$ cat src/hdl/fetch_pkg.sv
/*
 * shared definitions for the instruction fetch front end
 * widths, reset PC, predictor geometry, exception causes and the
 * fetch packet handed from the memory stage to decode
 * referenced by scoped names from every design and test file
 */
`default_nettype none

package fetch_pkg;

    // address and instruction width
    localparam int XLEN = 32;

    // first fetch address after reset
    localparam logic [XLEN-1:0] RESET_PC = 32'h0000_1000;

    // sequential step, no compressed instructions
    localparam logic [XLEN-1:0] INSTR_BYTES = 32'd4;

    // direct-mapped predictor, index from pc[5:2]
    localparam int BP_ENTRIES = 16;
    localparam int BP_IDX_W   = 4;
    // tag is everything above the index
    localparam int BP_TAG_W   = XLEN - BP_IDX_W - 2;

    // 2-bit counter values
    localparam logic [1:0] BP_CNT_INIT  = 2'b01;
    localparam logic [1:0] BP_CNT_ALLOC = 2'b10;

    // exception causes, RISC-V mcause encoding
    localparam int CAUSE_W = 4;
    localparam logic [CAUSE_W-1:0] XCPT_INSTR_MISALIGNED   = 4'd0;
    localparam logic [CAUSE_W-1:0] XCPT_INSTR_ACCESS_FAULT = 4'd1;

    // packet held in the memory stage output register
    typedef struct packed {
        logic [XLEN-1:0]    pc;
        logic [XLEN-1:0]    instr;
        logic               xcpt_valid;
        logic [CAUSE_W-1:0] xcpt_cause;
        // prediction made in the pc stage, checked later by execution
        logic               pred_taken;
        logic [XLEN-1:0]    pred_target;
    } fetch_pkt_t;

endpackage

`default_nettype wire

$ cat src/hdl/fetch_req_if.sv
/*
 * fetch request channel from the pc stage to the memory stage
 * valid/ready handshake, transfer on an edge with both high
 * fields hold while valid is high and ready is low
 */
`timescale 1ns/100ps
`default_nettype none

interface fetch_req_if;

    logic                       valid;
    logic                       ready;
    logic [fetch_pkg::XLEN-1:0] pc;
    // low pc bits set, no bus cycle for this one
    logic                       misaligned;
    logic                       pred_taken;
    logic [fetch_pkg::XLEN-1:0] pred_target;

    modport pc_stage (
        output valid, pc, misaligned, pred_taken, pred_target,
        input  ready
    );

    modport mem_stage (
        input  valid, pc, misaligned, pred_taken, pred_target,
        output ready
    );

endinterface

`default_nettype wire

$ cat src/hdl/branch_predictor.sv
/*
 * direct-mapped branch predictor with 2-bit saturating counters
 * lookup is combinational on the fetch pc
 * execution writes outcomes through the update port, visible next cycle
 */
`timescale 1ns/100ps
`default_nettype none

module branch_predictor (
    input  logic                       clk_i,
    input  logic                       rstn_i,
    input  logic [fetch_pkg::XLEN-1:0] lookup_pc_i,
    input  logic                       upd_valid_i,
    input  logic [fetch_pkg::XLEN-1:0] upd_pc_i,
    input  logic                       upd_taken_i,
    input  logic [fetch_pkg::XLEN-1:0] upd_target_i,
    output logic                       hit_o,
    output logic                       taken_o,
    output logic [fetch_pkg::XLEN-1:0] target_o
);

    // per-entry state
    logic                           valid_q  [fetch_pkg::BP_ENTRIES];
    logic [1:0]                     cnt_q    [fetch_pkg::BP_ENTRIES];
    logic [fetch_pkg::BP_TAG_W-1:0] tag_q    [fetch_pkg::BP_ENTRIES];
    logic [fetch_pkg::XLEN-1:0]     target_q [fetch_pkg::BP_ENTRIES];

    logic [fetch_pkg::BP_IDX_W-1:0] lk_idx;
    logic [fetch_pkg::BP_TAG_W-1:0] lk_tag;
    logic [fetch_pkg::BP_IDX_W-1:0] up_idx;
    logic [fetch_pkg::BP_TAG_W-1:0] up_tag;
    logic                           up_hit;

    // split pc into index and tag, word offset dropped
    assign lk_idx = lookup_pc_i[fetch_pkg::BP_IDX_W+1:2];
    assign lk_tag = lookup_pc_i[fetch_pkg::XLEN-1:fetch_pkg::BP_IDX_W+2];
    assign up_idx = upd_pc_i[fetch_pkg::BP_IDX_W+1:2];
    assign up_tag = upd_pc_i[fetch_pkg::XLEN-1:fetch_pkg::BP_IDX_W+2];

    // lookup
    assign hit_o    = valid_q[lk_idx] && (tag_q[lk_idx] == lk_tag);
    // counter msb set means 2 or 3
    assign taken_o  = cnt_q[lk_idx][1];
    assign target_o = target_q[lk_idx];

    // update side sees the same table
    assign up_hit = valid_q[up_idx] && (tag_q[up_idx] == up_tag);

    // valid bits and counters
    always_ff @(posedge clk_i, negedge rstn_i) begin
        if (!rstn_i) begin
            for (int i = 0; i < fetch_pkg::BP_ENTRIES; i++) begin
                valid_q[i] <= 1'b0;
                cnt_q[i]   <= fetch_pkg::BP_CNT_INIT;
            end
        end else if (upd_valid_i) begin
            if (up_hit) begin
                // step toward the outcome, saturate at 0 and 3
                if (upd_taken_i && cnt_q[up_idx] != 2'b11) begin
                    cnt_q[up_idx] <= cnt_q[up_idx] + 2'b01;
                end else if (!upd_taken_i && cnt_q[up_idx] != 2'b00) begin
                    cnt_q[up_idx] <= cnt_q[up_idx] - 2'b01;
                end
            end else if (upd_taken_i) begin
                // allocate on a taken miss, weakly taken
                valid_q[up_idx] <= 1'b1;
                cnt_q[up_idx]   <= fetch_pkg::BP_CNT_ALLOC;
            end
        end
    end

    // tags and targets, only meaningful once valid
    always_ff @(posedge clk_i) begin
        if (upd_valid_i && upd_taken_i) begin
            // refresh target on a taken hit, fill on a taken miss
            tag_q[up_idx]    <= up_tag;
            target_q[up_idx] <= upd_target_i;
        end
    end

endmodule

`default_nettype wire

$ cat src/hdl/pc_stage.sv
/*
 * pc stage of the fetch front end
 * holds the fetch address, presents it as a request to the memory stage
 * next pc by priority: redirect, taken prediction, pc+4
 */
`timescale 1ns/100ps
`default_nettype none

module pc_stage (
    input  logic                       clk_i,
    input  logic                       rstn_i,
    input  logic                       redirect_valid_i,
    input  logic [fetch_pkg::XLEN-1:0] redirect_pc_i,
    input  logic                       bp_upd_valid_i,
    input  logic [fetch_pkg::XLEN-1:0] bp_upd_pc_i,
    input  logic                       bp_upd_taken_i,
    input  logic [fetch_pkg::XLEN-1:0] bp_upd_target_i,
    fetch_req_if.pc_stage              req_o
);

    logic [fetch_pkg::XLEN-1:0] pc_q;
    logic [fetch_pkg::XLEN-1:0] pc_d;
    logic                       valid_q;

    // predictor outputs for the current pc
    logic                       bp_hit;
    logic                       bp_taken;
    logic [fetch_pkg::XLEN-1:0] bp_target;
    logic                       pred_taken;
    logic                       req_fire;

    branch_predictor u_bp (
        .clk_i        (clk_i),
        .rstn_i       (rstn_i),
        .lookup_pc_i  (pc_q),
        .upd_valid_i  (bp_upd_valid_i),
        .upd_pc_i     (bp_upd_pc_i),
        .upd_taken_i  (bp_upd_taken_i),
        .upd_target_i (bp_upd_target_i),
        .hit_o        (bp_hit),
        .taken_o      (bp_taken),
        .target_o     (bp_target)
    );

    // only a hit that predicts taken redirects fetch
    assign pred_taken = bp_hit && bp_taken;

    assign req_fire = req_o.valid && req_o.ready;

    always_comb begin
        pc_d = pc_q;
        if (redirect_valid_i) begin
            // flush wins, independent of ready
            pc_d = redirect_pc_i;
        end else if (req_fire) begin
            if (pred_taken) begin
                pc_d = bp_target;
            end else begin
                pc_d = pc_q + fetch_pkg::INSTR_BYTES;
            end
        end
    end

    always_ff @(posedge clk_i, negedge rstn_i) begin
        if (!rstn_i) begin
            pc_q    <= fetch_pkg::RESET_PC;
            valid_q <= 1'b0;
        end else begin
            pc_q    <= pc_d;
            // a pc is always on offer once out of reset
            valid_q <= 1'b1;
        end
    end

    // request fields
    assign req_o.valid       = valid_q;
    assign req_o.pc          = pc_q;
    // either low bit set is a misaligned fetch
    assign req_o.misaligned  = |pc_q[1:0];
    // travels with the packet so execution can check it
    assign req_o.pred_taken  = pred_taken;
    assign req_o.pred_target = bp_target;

endmodule

`default_nettype wire

$ cat src/hdl/imem_wb_stage.sv
/*
 * memory stage of the fetch front end
 * one Wishbone classic read per aligned request, misaligned ones skip the bus
 * result goes into a held output register, consumed on valid and ready
 * a redirect empties the register and drops the result of an open cycle
 */
`timescale 1ns/100ps
`default_nettype none

module imem_wb_stage (
    input  logic                       clk_i,
    input  logic                       rstn_i,
    input  logic                       redirect_valid_i,
    fetch_req_if.mem_stage             req_i,
    output logic                       wb_cyc_o,
    output logic                       wb_stb_o,
    output logic [fetch_pkg::XLEN-1:0] wb_adr_o,
    input  logic [fetch_pkg::XLEN-1:0] wb_dat_i,
    input  logic                       wb_ack_i,
    input  logic                       wb_err_i,
    output logic                       fetch_valid_o,
    input  logic                       fetch_ready_i,
    output fetch_pkg::fetch_pkt_t      fetch_pkt_o
);

    // control state
    logic busy_q;
    logic drop_q;
    logic out_valid_q;

    // request held while the bus cycle is open
    logic [fetch_pkg::XLEN-1:0] pend_pc_q;
    logic                       pend_pred_taken_q;
    logic [fetch_pkg::XLEN-1:0] pend_pred_target_q;

    fetch_pkg::fetch_pkt_t pkt_q;
    fetch_pkg::fetch_pkt_t pkt_d;

    logic accept;
    logic bus_done;
    logic load_xcpt;
    logic load_bus;

    // no new request while the bus is busy or the output is stuck
    assign req_i.ready = !busy_q && (!out_valid_q || fetch_ready_i);

    // request taken in a redirect cycle is stale
    assign accept    = req_i.valid && req_i.ready && !redirect_valid_i;
    assign bus_done  = busy_q && (wb_ack_i || wb_err_i);
    assign load_xcpt = accept && req_i.misaligned;
    assign load_bus  = bus_done && !drop_q && !redirect_valid_i;

    // packet to register
    always_comb begin
        pkt_d = pkt_q;
        if (load_xcpt) begin
            pkt_d.pc          = req_i.pc;
            pkt_d.instr       = '0;
            pkt_d.xcpt_valid  = 1'b1;
            pkt_d.xcpt_cause  = fetch_pkg::XCPT_INSTR_MISALIGNED;
            pkt_d.pred_taken  = req_i.pred_taken;
            pkt_d.pred_target = req_i.pred_target;
        end else if (load_bus) begin
            pkt_d.pc          = pend_pc_q;
            pkt_d.pred_taken  = pend_pred_taken_q;
            pkt_d.pred_target = pend_pred_target_q;
            // err beats ack
            if (wb_err_i) begin
                pkt_d.instr      = '0;
                pkt_d.xcpt_valid = 1'b1;
                pkt_d.xcpt_cause = fetch_pkg::XCPT_INSTR_ACCESS_FAULT;
            end else begin
                pkt_d.instr      = wb_dat_i;
                pkt_d.xcpt_valid = 1'b0;
                pkt_d.xcpt_cause = '0;
            end
        end
    end

    always_ff @(posedge clk_i, negedge rstn_i) begin
        if (!rstn_i) begin
            busy_q      <= 1'b0;
            drop_q      <= 1'b0;
            out_valid_q <= 1'b0;
        end else begin
            // bus cycle open from accept to ack or err
            if (accept && !req_i.misaligned) begin
                busy_q <= 1'b1;
            end else if (bus_done) begin
                busy_q <= 1'b0;
            end
            // remember a flush that hit an open cycle
            if (bus_done) begin
                drop_q <= 1'b0;
            end else if (redirect_valid_i && busy_q) begin
                drop_q <= 1'b1;
            end
            if (redirect_valid_i) begin
                out_valid_q <= 1'b0;
            end else if (load_xcpt || load_bus) begin
                out_valid_q <= 1'b1;
            end else if (fetch_ready_i) begin
                out_valid_q <= 1'b0;
            end
        end
    end

    // payload registers
    always_ff @(posedge clk_i) begin
        if (accept) begin
            pend_pc_q          <= req_i.pc;
            pend_pred_taken_q  <= req_i.pred_taken;
            pend_pred_target_q <= req_i.pred_target;
        end
        pkt_q <= pkt_d;
    end

    assign wb_cyc_o = busy_q;
    assign wb_stb_o = busy_q;
    assign wb_adr_o = pend_pc_q;

    assign fetch_valid_o = out_valid_q;
    assign fetch_pkt_o   = pkt_q;

endmodule

`default_nettype wire

$ cat src/hdl/fetch_top.sv
/*
 * top level of the instruction fetch front end
 * pc stage and Wishbone memory stage joined by the request channel
 * fetch packet broken out to plain ports for decode
 */
`timescale 1ns/100ps
`default_nettype none

module fetch_top (
    input  logic                          clk_i,
    input  logic                          rstn_i,
    // redirect from execution or commit
    input  logic                          redirect_valid_i,
    input  logic [fetch_pkg::XLEN-1:0]    redirect_pc_i,
    // predictor training
    input  logic                          bp_upd_valid_i,
    input  logic [fetch_pkg::XLEN-1:0]    bp_upd_pc_i,
    input  logic                          bp_upd_taken_i,
    input  logic [fetch_pkg::XLEN-1:0]    bp_upd_target_i,
    // Wishbone read master
    output logic                          wb_cyc_o,
    output logic                          wb_stb_o,
    output logic [fetch_pkg::XLEN-1:0]    wb_adr_o,
    input  logic [fetch_pkg::XLEN-1:0]    wb_dat_i,
    input  logic                          wb_ack_i,
    input  logic                          wb_err_i,
    // fetch packet to decode
    output logic                          fetch_valid_o,
    input  logic                          fetch_ready_i,
    output logic [fetch_pkg::XLEN-1:0]    fetch_pc_o,
    output logic [fetch_pkg::XLEN-1:0]    fetch_instr_o,
    output logic                          fetch_xcpt_valid_o,
    output logic [fetch_pkg::CAUSE_W-1:0] fetch_xcpt_cause_o,
    output logic                          fetch_pred_taken_o,
    output logic [fetch_pkg::XLEN-1:0]    fetch_pred_target_o
);

    fetch_req_if req_if ();

    fetch_pkg::fetch_pkt_t pkt;

    pc_stage u_pc_stage (
        .clk_i            (clk_i),
        .rstn_i           (rstn_i),
        .redirect_valid_i (redirect_valid_i),
        .redirect_pc_i    (redirect_pc_i),
        .bp_upd_valid_i   (bp_upd_valid_i),
        .bp_upd_pc_i      (bp_upd_pc_i),
        .bp_upd_taken_i   (bp_upd_taken_i),
        .bp_upd_target_i  (bp_upd_target_i),
        .req_o            (req_if.pc_stage)
    );

    imem_wb_stage u_imem_wb_stage (
        .clk_i            (clk_i),
        .rstn_i           (rstn_i),
        .redirect_valid_i (redirect_valid_i),
        .req_i            (req_if.mem_stage),
        .wb_cyc_o         (wb_cyc_o),
        .wb_stb_o         (wb_stb_o),
        .wb_adr_o         (wb_adr_o),
        .wb_dat_i         (wb_dat_i),
        .wb_ack_i         (wb_ack_i),
        .wb_err_i         (wb_err_i),
        .fetch_valid_o    (fetch_valid_o),
        .fetch_ready_i    (fetch_ready_i),
        .fetch_pkt_o      (pkt)
    );

    // packet fields out to plain ports
    assign fetch_pc_o          = pkt.pc;
    assign fetch_instr_o       = pkt.instr;
    assign fetch_xcpt_valid_o  = pkt.xcpt_valid;
    assign fetch_xcpt_cause_o  = pkt.xcpt_cause;
    assign fetch_pred_taken_o  = pkt.pred_taken;
    assign fetch_pred_target_o = pkt.pred_target;

endmodule

`default_nettype wire

$ cat config.mk
export PLATFORM = sky130hd
export DESIGN_NAME = fetch_top
export DESIGN_NICKNAME = d
export VERILOG_FILES = /design/src/hdl/fetch_pkg.sv /design/src/hdl/fetch_req_if.sv /design/src/hdl/branch_predictor.sv /design/src/hdl/pc_stage.sv /design/src/hdl/imem_wb_stage.sv /design/src/hdl/fetch_top.sv
export SDC_FILE = /design/constraint.sdc
export NUM_CORES = 2
export LEC_CHECK = 0
export ABC_AREA = 1
export BUFFER_PORTS_ARGS = -buffer_cell sky130_fd_sc_hd__buf_2
export CORE_ASPECT_RATIO = 1.1
export CORE_MARGIN = 3
export CORE_UTILIZATION = 50
export DETAILED_ROUTE_END_ITERATION = 16
export PLACE_DENSITY = 0.67
export REMOVE_ABC_BUFFERS = 1
export SYNTH_ARGS = -nofsm -noshare
export SYNTH_HDL_FRONTEND = slang
export SYNTH_SLANG_ARGS = --single-unit
$ cat constraint.sdc
create_clock -name clk_i -period 18.79 [get_ports clk_i]
set_input_delay 4.6975 -clock clk_i [delete_from_list [all_inputs] [get_ports clk_i]]
set_output_delay 4.6975 -clock clk_i [all_outputs]
set_load 0.02 [all_outputs]
=== Word-level counts from Yosys, hierarchy flattened ===
Memory sizes are Yosys's and may differ from the RTL's.
Index checks and enable logic that the tools add are counted.

* Register bits after elaboration: 251
* RAM bits: 928
* Input port bits: 136
* Output and inout bits: 137
* Logic and storage cells: 137
* Memories: 2

* Add/sub/neg operators: 3
* $lt $le $gt $ge: 3
* Eq/ne operators: 4
* Muxes and demuxes: 37
* Bitwise logic cells: 7
* Reduce and logical (&&, ||, !) cells: 35

{| class="wikitable"
|+ Memory list
! memory !! depth !! width !! rd ports !! clocked after memory_dff !! write ports !! line !! text
|-
| u_pc_stage.u_bp.target_q || 16 || 32 || 1 || 0 || 1 || branch_predictor.sv:26 || <nowiki>logic [fetch_pkg::XLEN-1:0] target_q [fetch_pkg::BP_ENTRIES];</nowiki>
|-
| u_pc_stage.u_bp.tag_q || 16 || 26 || 2 || 0 || 1 || branch_predictor.sv:25 || <nowiki>logic [fetch_pkg::BP_TAG_W-1:0] tag_q [fetch_pkg::BP_ENTRIES];</nowiki>
|}

{| class="wikitable"
|+ Operator list
! cell !! count
|-
| 32-bit 2-to-1 mux || 7
|-
| 102-bit 2-to-1 mux || 2
|-
| 32-bit bitwise mux || 2
|-
| 26-bit equality test || 2
|-
| 37-bit 2-to-1 mux || 1
|-
| 32-bit by 3-bit adder with 32-bit output, second input constant || 1
|-
| 16-bit OR || 2
|-
| 16-bit bitwise AND || 1
|-
| 2-bit binary-select mux with 4-bit select || 2
|-
| 1-bit logical AND || 16
|-
| 16-bit NOT || 1
|-
| 1-bit 2-to-1 mux || 14
|-
| 2-bit nonzero test || 6
|-
| 5-bit >= comparator, second input constant || 2
|-
| 2-bit 2-to-1 mux || 5
|-
| 4-bit NOT with 5-bit output || 2
|-
| 1-bit binary-select mux with 4-bit select || 2
|-
| 2-bit demux with 4-bit select || 1
|-
| 1-bit zero test || 6
|-
| 3-bit AND reduction || 2
|-
| 5-bit by 1-bit less-than comparator with 1-bit output, second input constant || 1
|-
| 1-bit demux with 4-bit select || 1
|-
| 1-bit logical OR || 3
|-
| 3-bit by 1-bit inequality test with 1-bit output, second input constant || 1
|-
| other kinds (6) || 6
|}

=== Depth between registers and ports, before layout ===
* Depth in word-level cells: 9
* Gate-level depth with buffers: 25
* Mapped depth without buffers: 21

=== Modules after synthesis ===
Synthesis repeated with hierarchy kept, for this count alone.

* Cells, all modules: 5572
* Area total of the unflattened synthesis: 54340.9 um2

{| class="wikitable"
|+ Modules (own cells, without submodules)
! module !! instances !! cells an instance !! area each (um2) !! seq. area each (um2)
|-
| branch_predictor || 1 || 4477 || 44974.4 || 29087.9
|-
| imem_wb_stage || 1 || 616 || 6565.0 || 4659.5
|-
| pc_stage || 1 || 479 || 2801.4 || 827.0
|}

=== Least setup slack after synthesis ===
OpenSTA, ideal clock, no wires.

* Kind: input port to flip-flop
* Start: input port fetch_ready_i
* End: register u_imem_wb_stage.pkt_q, in the netlist u_imem_wb_stage.fetch_pkt_o[0], enable pin
* Arrival: 10.313 ns
* Slack: 8.058 ns
* Stages: 9
* Buffers on the path: 1
* Path through: nor2_1 > inv_1 > nand3_1 > nor2_1 > nand2_1 > inv_1 > nor2_1 > clkbuf_1 > inv_1

* Longest elaborated chain between the ends: 6

{| class="wikitable"
|+ Ends and longest elaborated chain
! element !! line !! text
|-
| start, declared || fetch_top.sv:29 || <nowiki>input logic fetch_ready_i,</nowiki>
|-
| 1-bit logical OR || imem_wb_stage.sv:45 || <nowiki>assign req_i.ready = !busy_q && (!out_valid_q || fetch_ready_i);</nowiki>
|-
| 1-bit logical AND || imem_wb_stage.sv:45 ||
|-
| 1-bit logical AND (2 in series) || imem_wb_stage.sv:48 || <nowiki>assign accept = req_i.valid && req_i.ready && !redirect_valid_i;</nowiki>
|-
| net u_imem_wb_stage.accept || imem_wb_stage.sv:39 || <nowiki>logic accept;</nowiki>
|-
| 1-bit logical AND || imem_wb_stage.sv:50 || <nowiki>assign load_xcpt = accept && req_i.misaligned;</nowiki>
|-
| 2-bit nonzero test (no source line) || - ||
|-
| end signal, assigned || imem_wb_stage.sv:115 || <nowiki>pkt_q <= pkt_d;</nowiki>
|-
| end, declared || imem_wb_stage.sv:36 || <nowiki>fetch_pkg::fetch_pkt_t pkt_q;</nowiki>
|}

The timed path passes the listed nets, and every way through them passes these cells.
A chain may end at the register's enable or synchronous reset.

=== Worst setup path in the final report ===
* Start: input port bp_upd_pc_i[2] (netlist bit)
* End: register u_pc_stage.u_bp.cnt_q[4] (netlist bit)

* Longest elaborated chain between the ends: 9
* Elaborated cells on any way between the ends: 32
* Those cells by class: 2 x add/sub; 2 x order compare; 3 x eq/ne; 14 x mux; 3 x bitwise; 7 x reduce/logical; 1 x memory

{| class="wikitable"
|+ Ends and longest elaborated chain
! element !! line !! text
|-
| start, declared || fetch_top.sv:17 || <nowiki>input logic [fetch_pkg::XLEN-1:0] bp_upd_pc_i,</nowiki>
|-
| 4-bit NOT with 5-bit output (implied by the code) || - ||
|-
| 2-bit binary-select mux with 4-bit select (tied with other cells) || - ||
|-
| 2-bit 2-to-1 mux (implied by the code) or 1-bit logical AND (tied branches) || - ||
|-
| 2-bit 2-to-1 mux (on tied branches) || - ||
|-
| 2-bit by 1-bit subtractor with 2-bit output or 2-bit demux with 4-bit select (tied branches) || branch_predictor.sv:62, branch_predictor.sv:60, branch_predictor.sv:67 ||
|-
| 32-bit bitwise mux or 16-bit NOT (tied branches) || - ||
|-
| 32-bit 2-to-1 mux or 16-bit bitwise AND (tied branches) || - ||
|-
| 32-bit 2-to-1 mux (on tied branches) || branch_predictor.sv:59, branch_predictor.sv:64 ||
|-
| 32-bit 2-to-1 mux || branch_predictor.sv:57 || <nowiki>if (up_hit) begin</nowiki>
|-
| end signal, assigned by index || branch_predictor.sv:60 || <nowiki>cnt_q[up_idx] <= cnt_q[up_idx] + 2'b01;</nowiki>
|-
| end signal, assigned by index || branch_predictor.sv:62 || <nowiki>cnt_q[up_idx] <= cnt_q[up_idx] - 2'b01;</nowiki>
|-
| end signal, assigned by index || branch_predictor.sv:67 || <nowiki>cnt_q[up_idx] <= fetch_pkg::BP_CNT_ALLOC;</nowiki>
|-
| end, declared || branch_predictor.sv:24 || <nowiki>logic [1:0] cnt_q [fetch_pkg::BP_ENTRIES];</nowiki>
|}

Several ways; a longest one is shown, not always the timed one. The select of a mux whose other input is x is not followed.

==> flow_summary.json <==
{
  "worstReg2RegStart": "u_pc_stage.req_o.pc[5]",
  "drive_gt1_share_pct": 9.97,
  "holdPathEnd": "u_imem_wb_stage.fetch_pkt_o[33]",
  "pin_count": 273,
  "rrSetupSlack_ns": 13.04,
  "firstDrtPassIters": 6,
  "grt-ovfl-total": 0,
  "vias": 42300,
  "min_period_over_period_pct": 48.6,
  "avgRoutedWirePerCell_um": 23.9,
  "numCtsBuffers": 115,
  "postRouteAntennaNets": 0,
  "status": "completed",
  "cp_max_fo": 88,
  "core-area_mm2": 0.107,
  "vdd_drop_max_uv": 79.4,
  "end_kind": "flop",
  "post-route-util_pct": 56.3,
  "holdPathStages": 2,
  "die_width_um": 320,
  "viasPerCell": 5.91,
  "synth_top_area_share_pct": 58.7,
  "wl_um": 171000,
  "cts_root_buf": "clkbuf_16",
  "critPathMaxStageDelay_ns": 0.85,
  "clkSinkCount": 1176,
  "synth_edf_count": 1058,
  "hold_violations": 0,
  "reg2reg_depth": 18,
  "first_iter_violations": 5032,
  "start_util_pct": 50.8,
  "synth_area_mm2": 0.0541,
  "port_buffers": 267,
  "crit_type": "primary input to flop",
  "h-tree-depth": 3,
  "antenna_found_initial": 22,
  "synth_xor_area_share_pct": 0.469,
  "grt_max_degree": 186,
  "cap_viol_max_count": 0,
  "ys_types": 44,
  "async_flop_share_pct": 7.14,
  "die_h_um": 351,
  "synth-adder-area-share_pct": 0.0694,
  "drv_slew": 0,
  "critPathLaunchType": "primary input",
  "track_usage_pct": 29.8,
  "fin_skew_ns": 0.0542,
  "cts.clk_slew.worst_paths_ns": 0.06,
  "worst_slew_pin_slew_ns": 1.17,
  "hold_path.class": "flop to flop",
  "fin_crit_ns": 9.13,
  "worst_path_max_delay_cell": "buf_4",
  "setup.worst_path.start": "bp_upd_pc_i[2]",
  "path_cells": "buf_8 -> buf_4 -> buf_4 -> o21ai_0 -> nand2_1 -> nand2_1 -> nand2_1 -> nand2_1 -> inv_1 -> nand2_1 -> nand2_1 -> nand2_1 -> nand2_1 -> nor2_1 -> nand2_1 -> nor2_1 -> nand3_1 -> inv_1 -> nor2_4 -> nand3_1 -> nand2_1",
  "die_area_mm2": 0.112,
  "max_clock_freq_mhz": 110,
  "synthSimpleGateAreaFrac_pct": 19.2,
  "setup-violations-final": 0,
  "gp_congestion": 0.914,
  "synth_top_family_by_area": "simple AND/OR/NAND/NOR gates",
  "drc": 0,
  "ctsResizeCount": 0,
  "muxShareOfSynthArea_pct": 0,
  "grt_pass1_vias": 39200,
  "synth.most_common_cell": "nand2_1",
  "areaGrowthSynthToFinish_pct": 10.8,
  "p_leak_nw": 23.4,
  "p_per_area_mw_per_mm2": 106,
  "tritoncts": "done",
  "cts_buffer_depth": 3,
  "crit_top_cell": "nand2_1",
  "required_ns": 19.42,
  "synth_compound_area_share_pct": 11.0,
  "rows": 125,
  "clkLatencyLatePin_ns": 0.74,
  "netlist_instances": 5546,
  "synthFlopType": "edfxtp_1",
  "cp_data_arrival_time_ns": 9.76,
  "slew-limit-headroom_pct": 22.1,
  "reg2reg_to": "u_pc_stage.req_o.pc[31]",
  "post-cts-setup-buffer-count": 0,
  "hpwl_um": 97200,
  "synth.avg_cell_area_um2": 9.76,
  "yosysSeqAreaShare_pct": 63.9,
  "min_from": "u_imem_wb_stage.fetch_pkt_o[33]",
  "rsz0062_at_grt": "no",
  "yosysWarnings": 0,
  "grt_pass1_wl_um": 250000,
  "synth_common_cells": "nand2_1 (1669), edfxtp_1 (1058), nor2_1 (657), o21ai_0 (585), inv_1 (300)",
  "yosysTopAreaCell": "edfxtp_1",
  "nets": 5798,
  "synth_area_leaders": "edfxtp_1 (59%), nand2_1 (12%), o21ai_0 (5.4%)",
  "ys_ff_latch": 1176,
  "ctsHoldBuffers": 0,
  "finalSetupTns_ns": 0
}
[worst max-delay path by stage]
| stage | cells past startpoint | endpoint |
|---|---|---|
| after global routing | 21 | u_pc_stage.u_bp.cnt_q[14] |
| after global placement | 21 | u_pc_stage.u_bp.cnt_q[22] |
| after floorplan | 17 | u_pc_stage.req_o.pc[3] |
| after CTS | 21 | u_pc_stage.u_bp.cnt_q[23] |
| final | 21 | u_pc_stage.u_bp.cnt_q[4] |
| after detailed placement | 21 | u_pc_stage.u_bp.cnt_q[23] |
[worst max-delay path: cells and delay by family]
kind,cells,cell delay [ns]
AOI/OAI and AO/OA,1,0.21
buffers and inverters,5,2.14
and+or+nand+nor,15,2.53
[per-stage QoR]
step | cells | setup slack [ns] | power (mW) | hold WS, ns | instance area [um2]
2_1_floorplan | 5214 | 1.92 | 3.69 | 0.430 | 52500
4_1_cts | 7155 | 9.90 | 6.37 | 0.461 | 59900
5_1_grt | 7158 | 9.29 | 6.60 | 0.470 | 59900
6_report | 7162 | 9.66 | 6.37 | 0.453 | 60000
3_5_place_dp | 6939 | 9.19 | 4.11 | 0.447 | 56200
3_3_place_gp | 6939 | 9.22 | 4.09 | 0.433 | 56200
[logic make-up (layout without fill, tap and decap cells)]
kind of cell               count (synthesis)  in the layout
DFF                                     1176           1176
and+or+nand+nor                         2636           2636
buffers and inverters                    659            869
AOI/OAI and AO/OA                       1041           1041
xor gates and xnor gates                  29             29
adders and majority gates                  3              3
other                                      2             11
[cells in the final DEF, fill, tap and decap left out, drive strengths merged, types with 7 or more instances in the layout]
master and n:
dfxtp 34, clkinv 70, o22ai 80, dfrtp 67
a22oi 14, a32o 32, xor2 28, nand3 245
o21ai 666, clkbuf 149, inv 308, bufinv 10
diode 7, dfstp 17, edfxtp 1058, a22o 30
nand2 1676, nor3 20, a21oi 103, nand4 28
nor2 664, o221ai 53, buf 328, o211ai 56
[power breakdown]
part           switching [mW]  leakage, nW  internal [mW]
Combinational           0.771         10.8          0.277
Sequential             0.0839         10.8           2.95
Clock                    1.01         1.81           1.29
Total                    1.86         23.4           4.51
[flip-flops by register name, indices dropped and copies added (netlist names)]
| register | flops |
|---|---|
| u_pc_stage.req_o.valid | 1 |
| u_imem_wb_stage.fetch_valid_o | 1 |
| u_pc_stage.req_o.pc | 32 |
| u_pc_stage.u_bp.tag_q | 416 |
| u_imem_wb_stage.pend_pred_target_q | 32 |
| u_imem_wb_stage.pend_pred_taken_q | 1 |
| u_pc_stage.u_bp.target_q | 512 |
| u_imem_wb_stage.wb_cyc_o | 1 |
| u_imem_wb_stage.fetch_pkt_o | 99 |
| u_pc_stage.u_bp.cnt_q | 32 |
| u_pc_stage.u_bp.valid_q | 16 |
| u_imem_wb_stage.drop_q | 1 |
| u_imem_wb_stage.wb_adr_o | 32 |
[cell type report]
type | count | area, um2
clock inverter | 67 | 707
multi-input combinational | 3713 | 16800
clock buffer | 149 | 3050
inverter | 325 | 1260
antenna | 7 | 17.5
tap | 1397 | 1750
fill | 9040 | 46600
timing repair buffer | 328 | 1830
sequential | 1176 | 34600
[metal layers]
| metal | routed length [um] | vias up | GRT usage [%] |
|---|---|---|---|
| li1 | - | 19200 | - |
| met2 | 78700 | 2476 | 47.7 |
| met4 | 8480 | 18 | 14.7 |
| met5 | 113 | - | 0 |
| met3 | 19700 | 410 | 5.91 |
| met1 | 64400 | 20200 | 39.3 |
(Power assumes the default switching activity.)
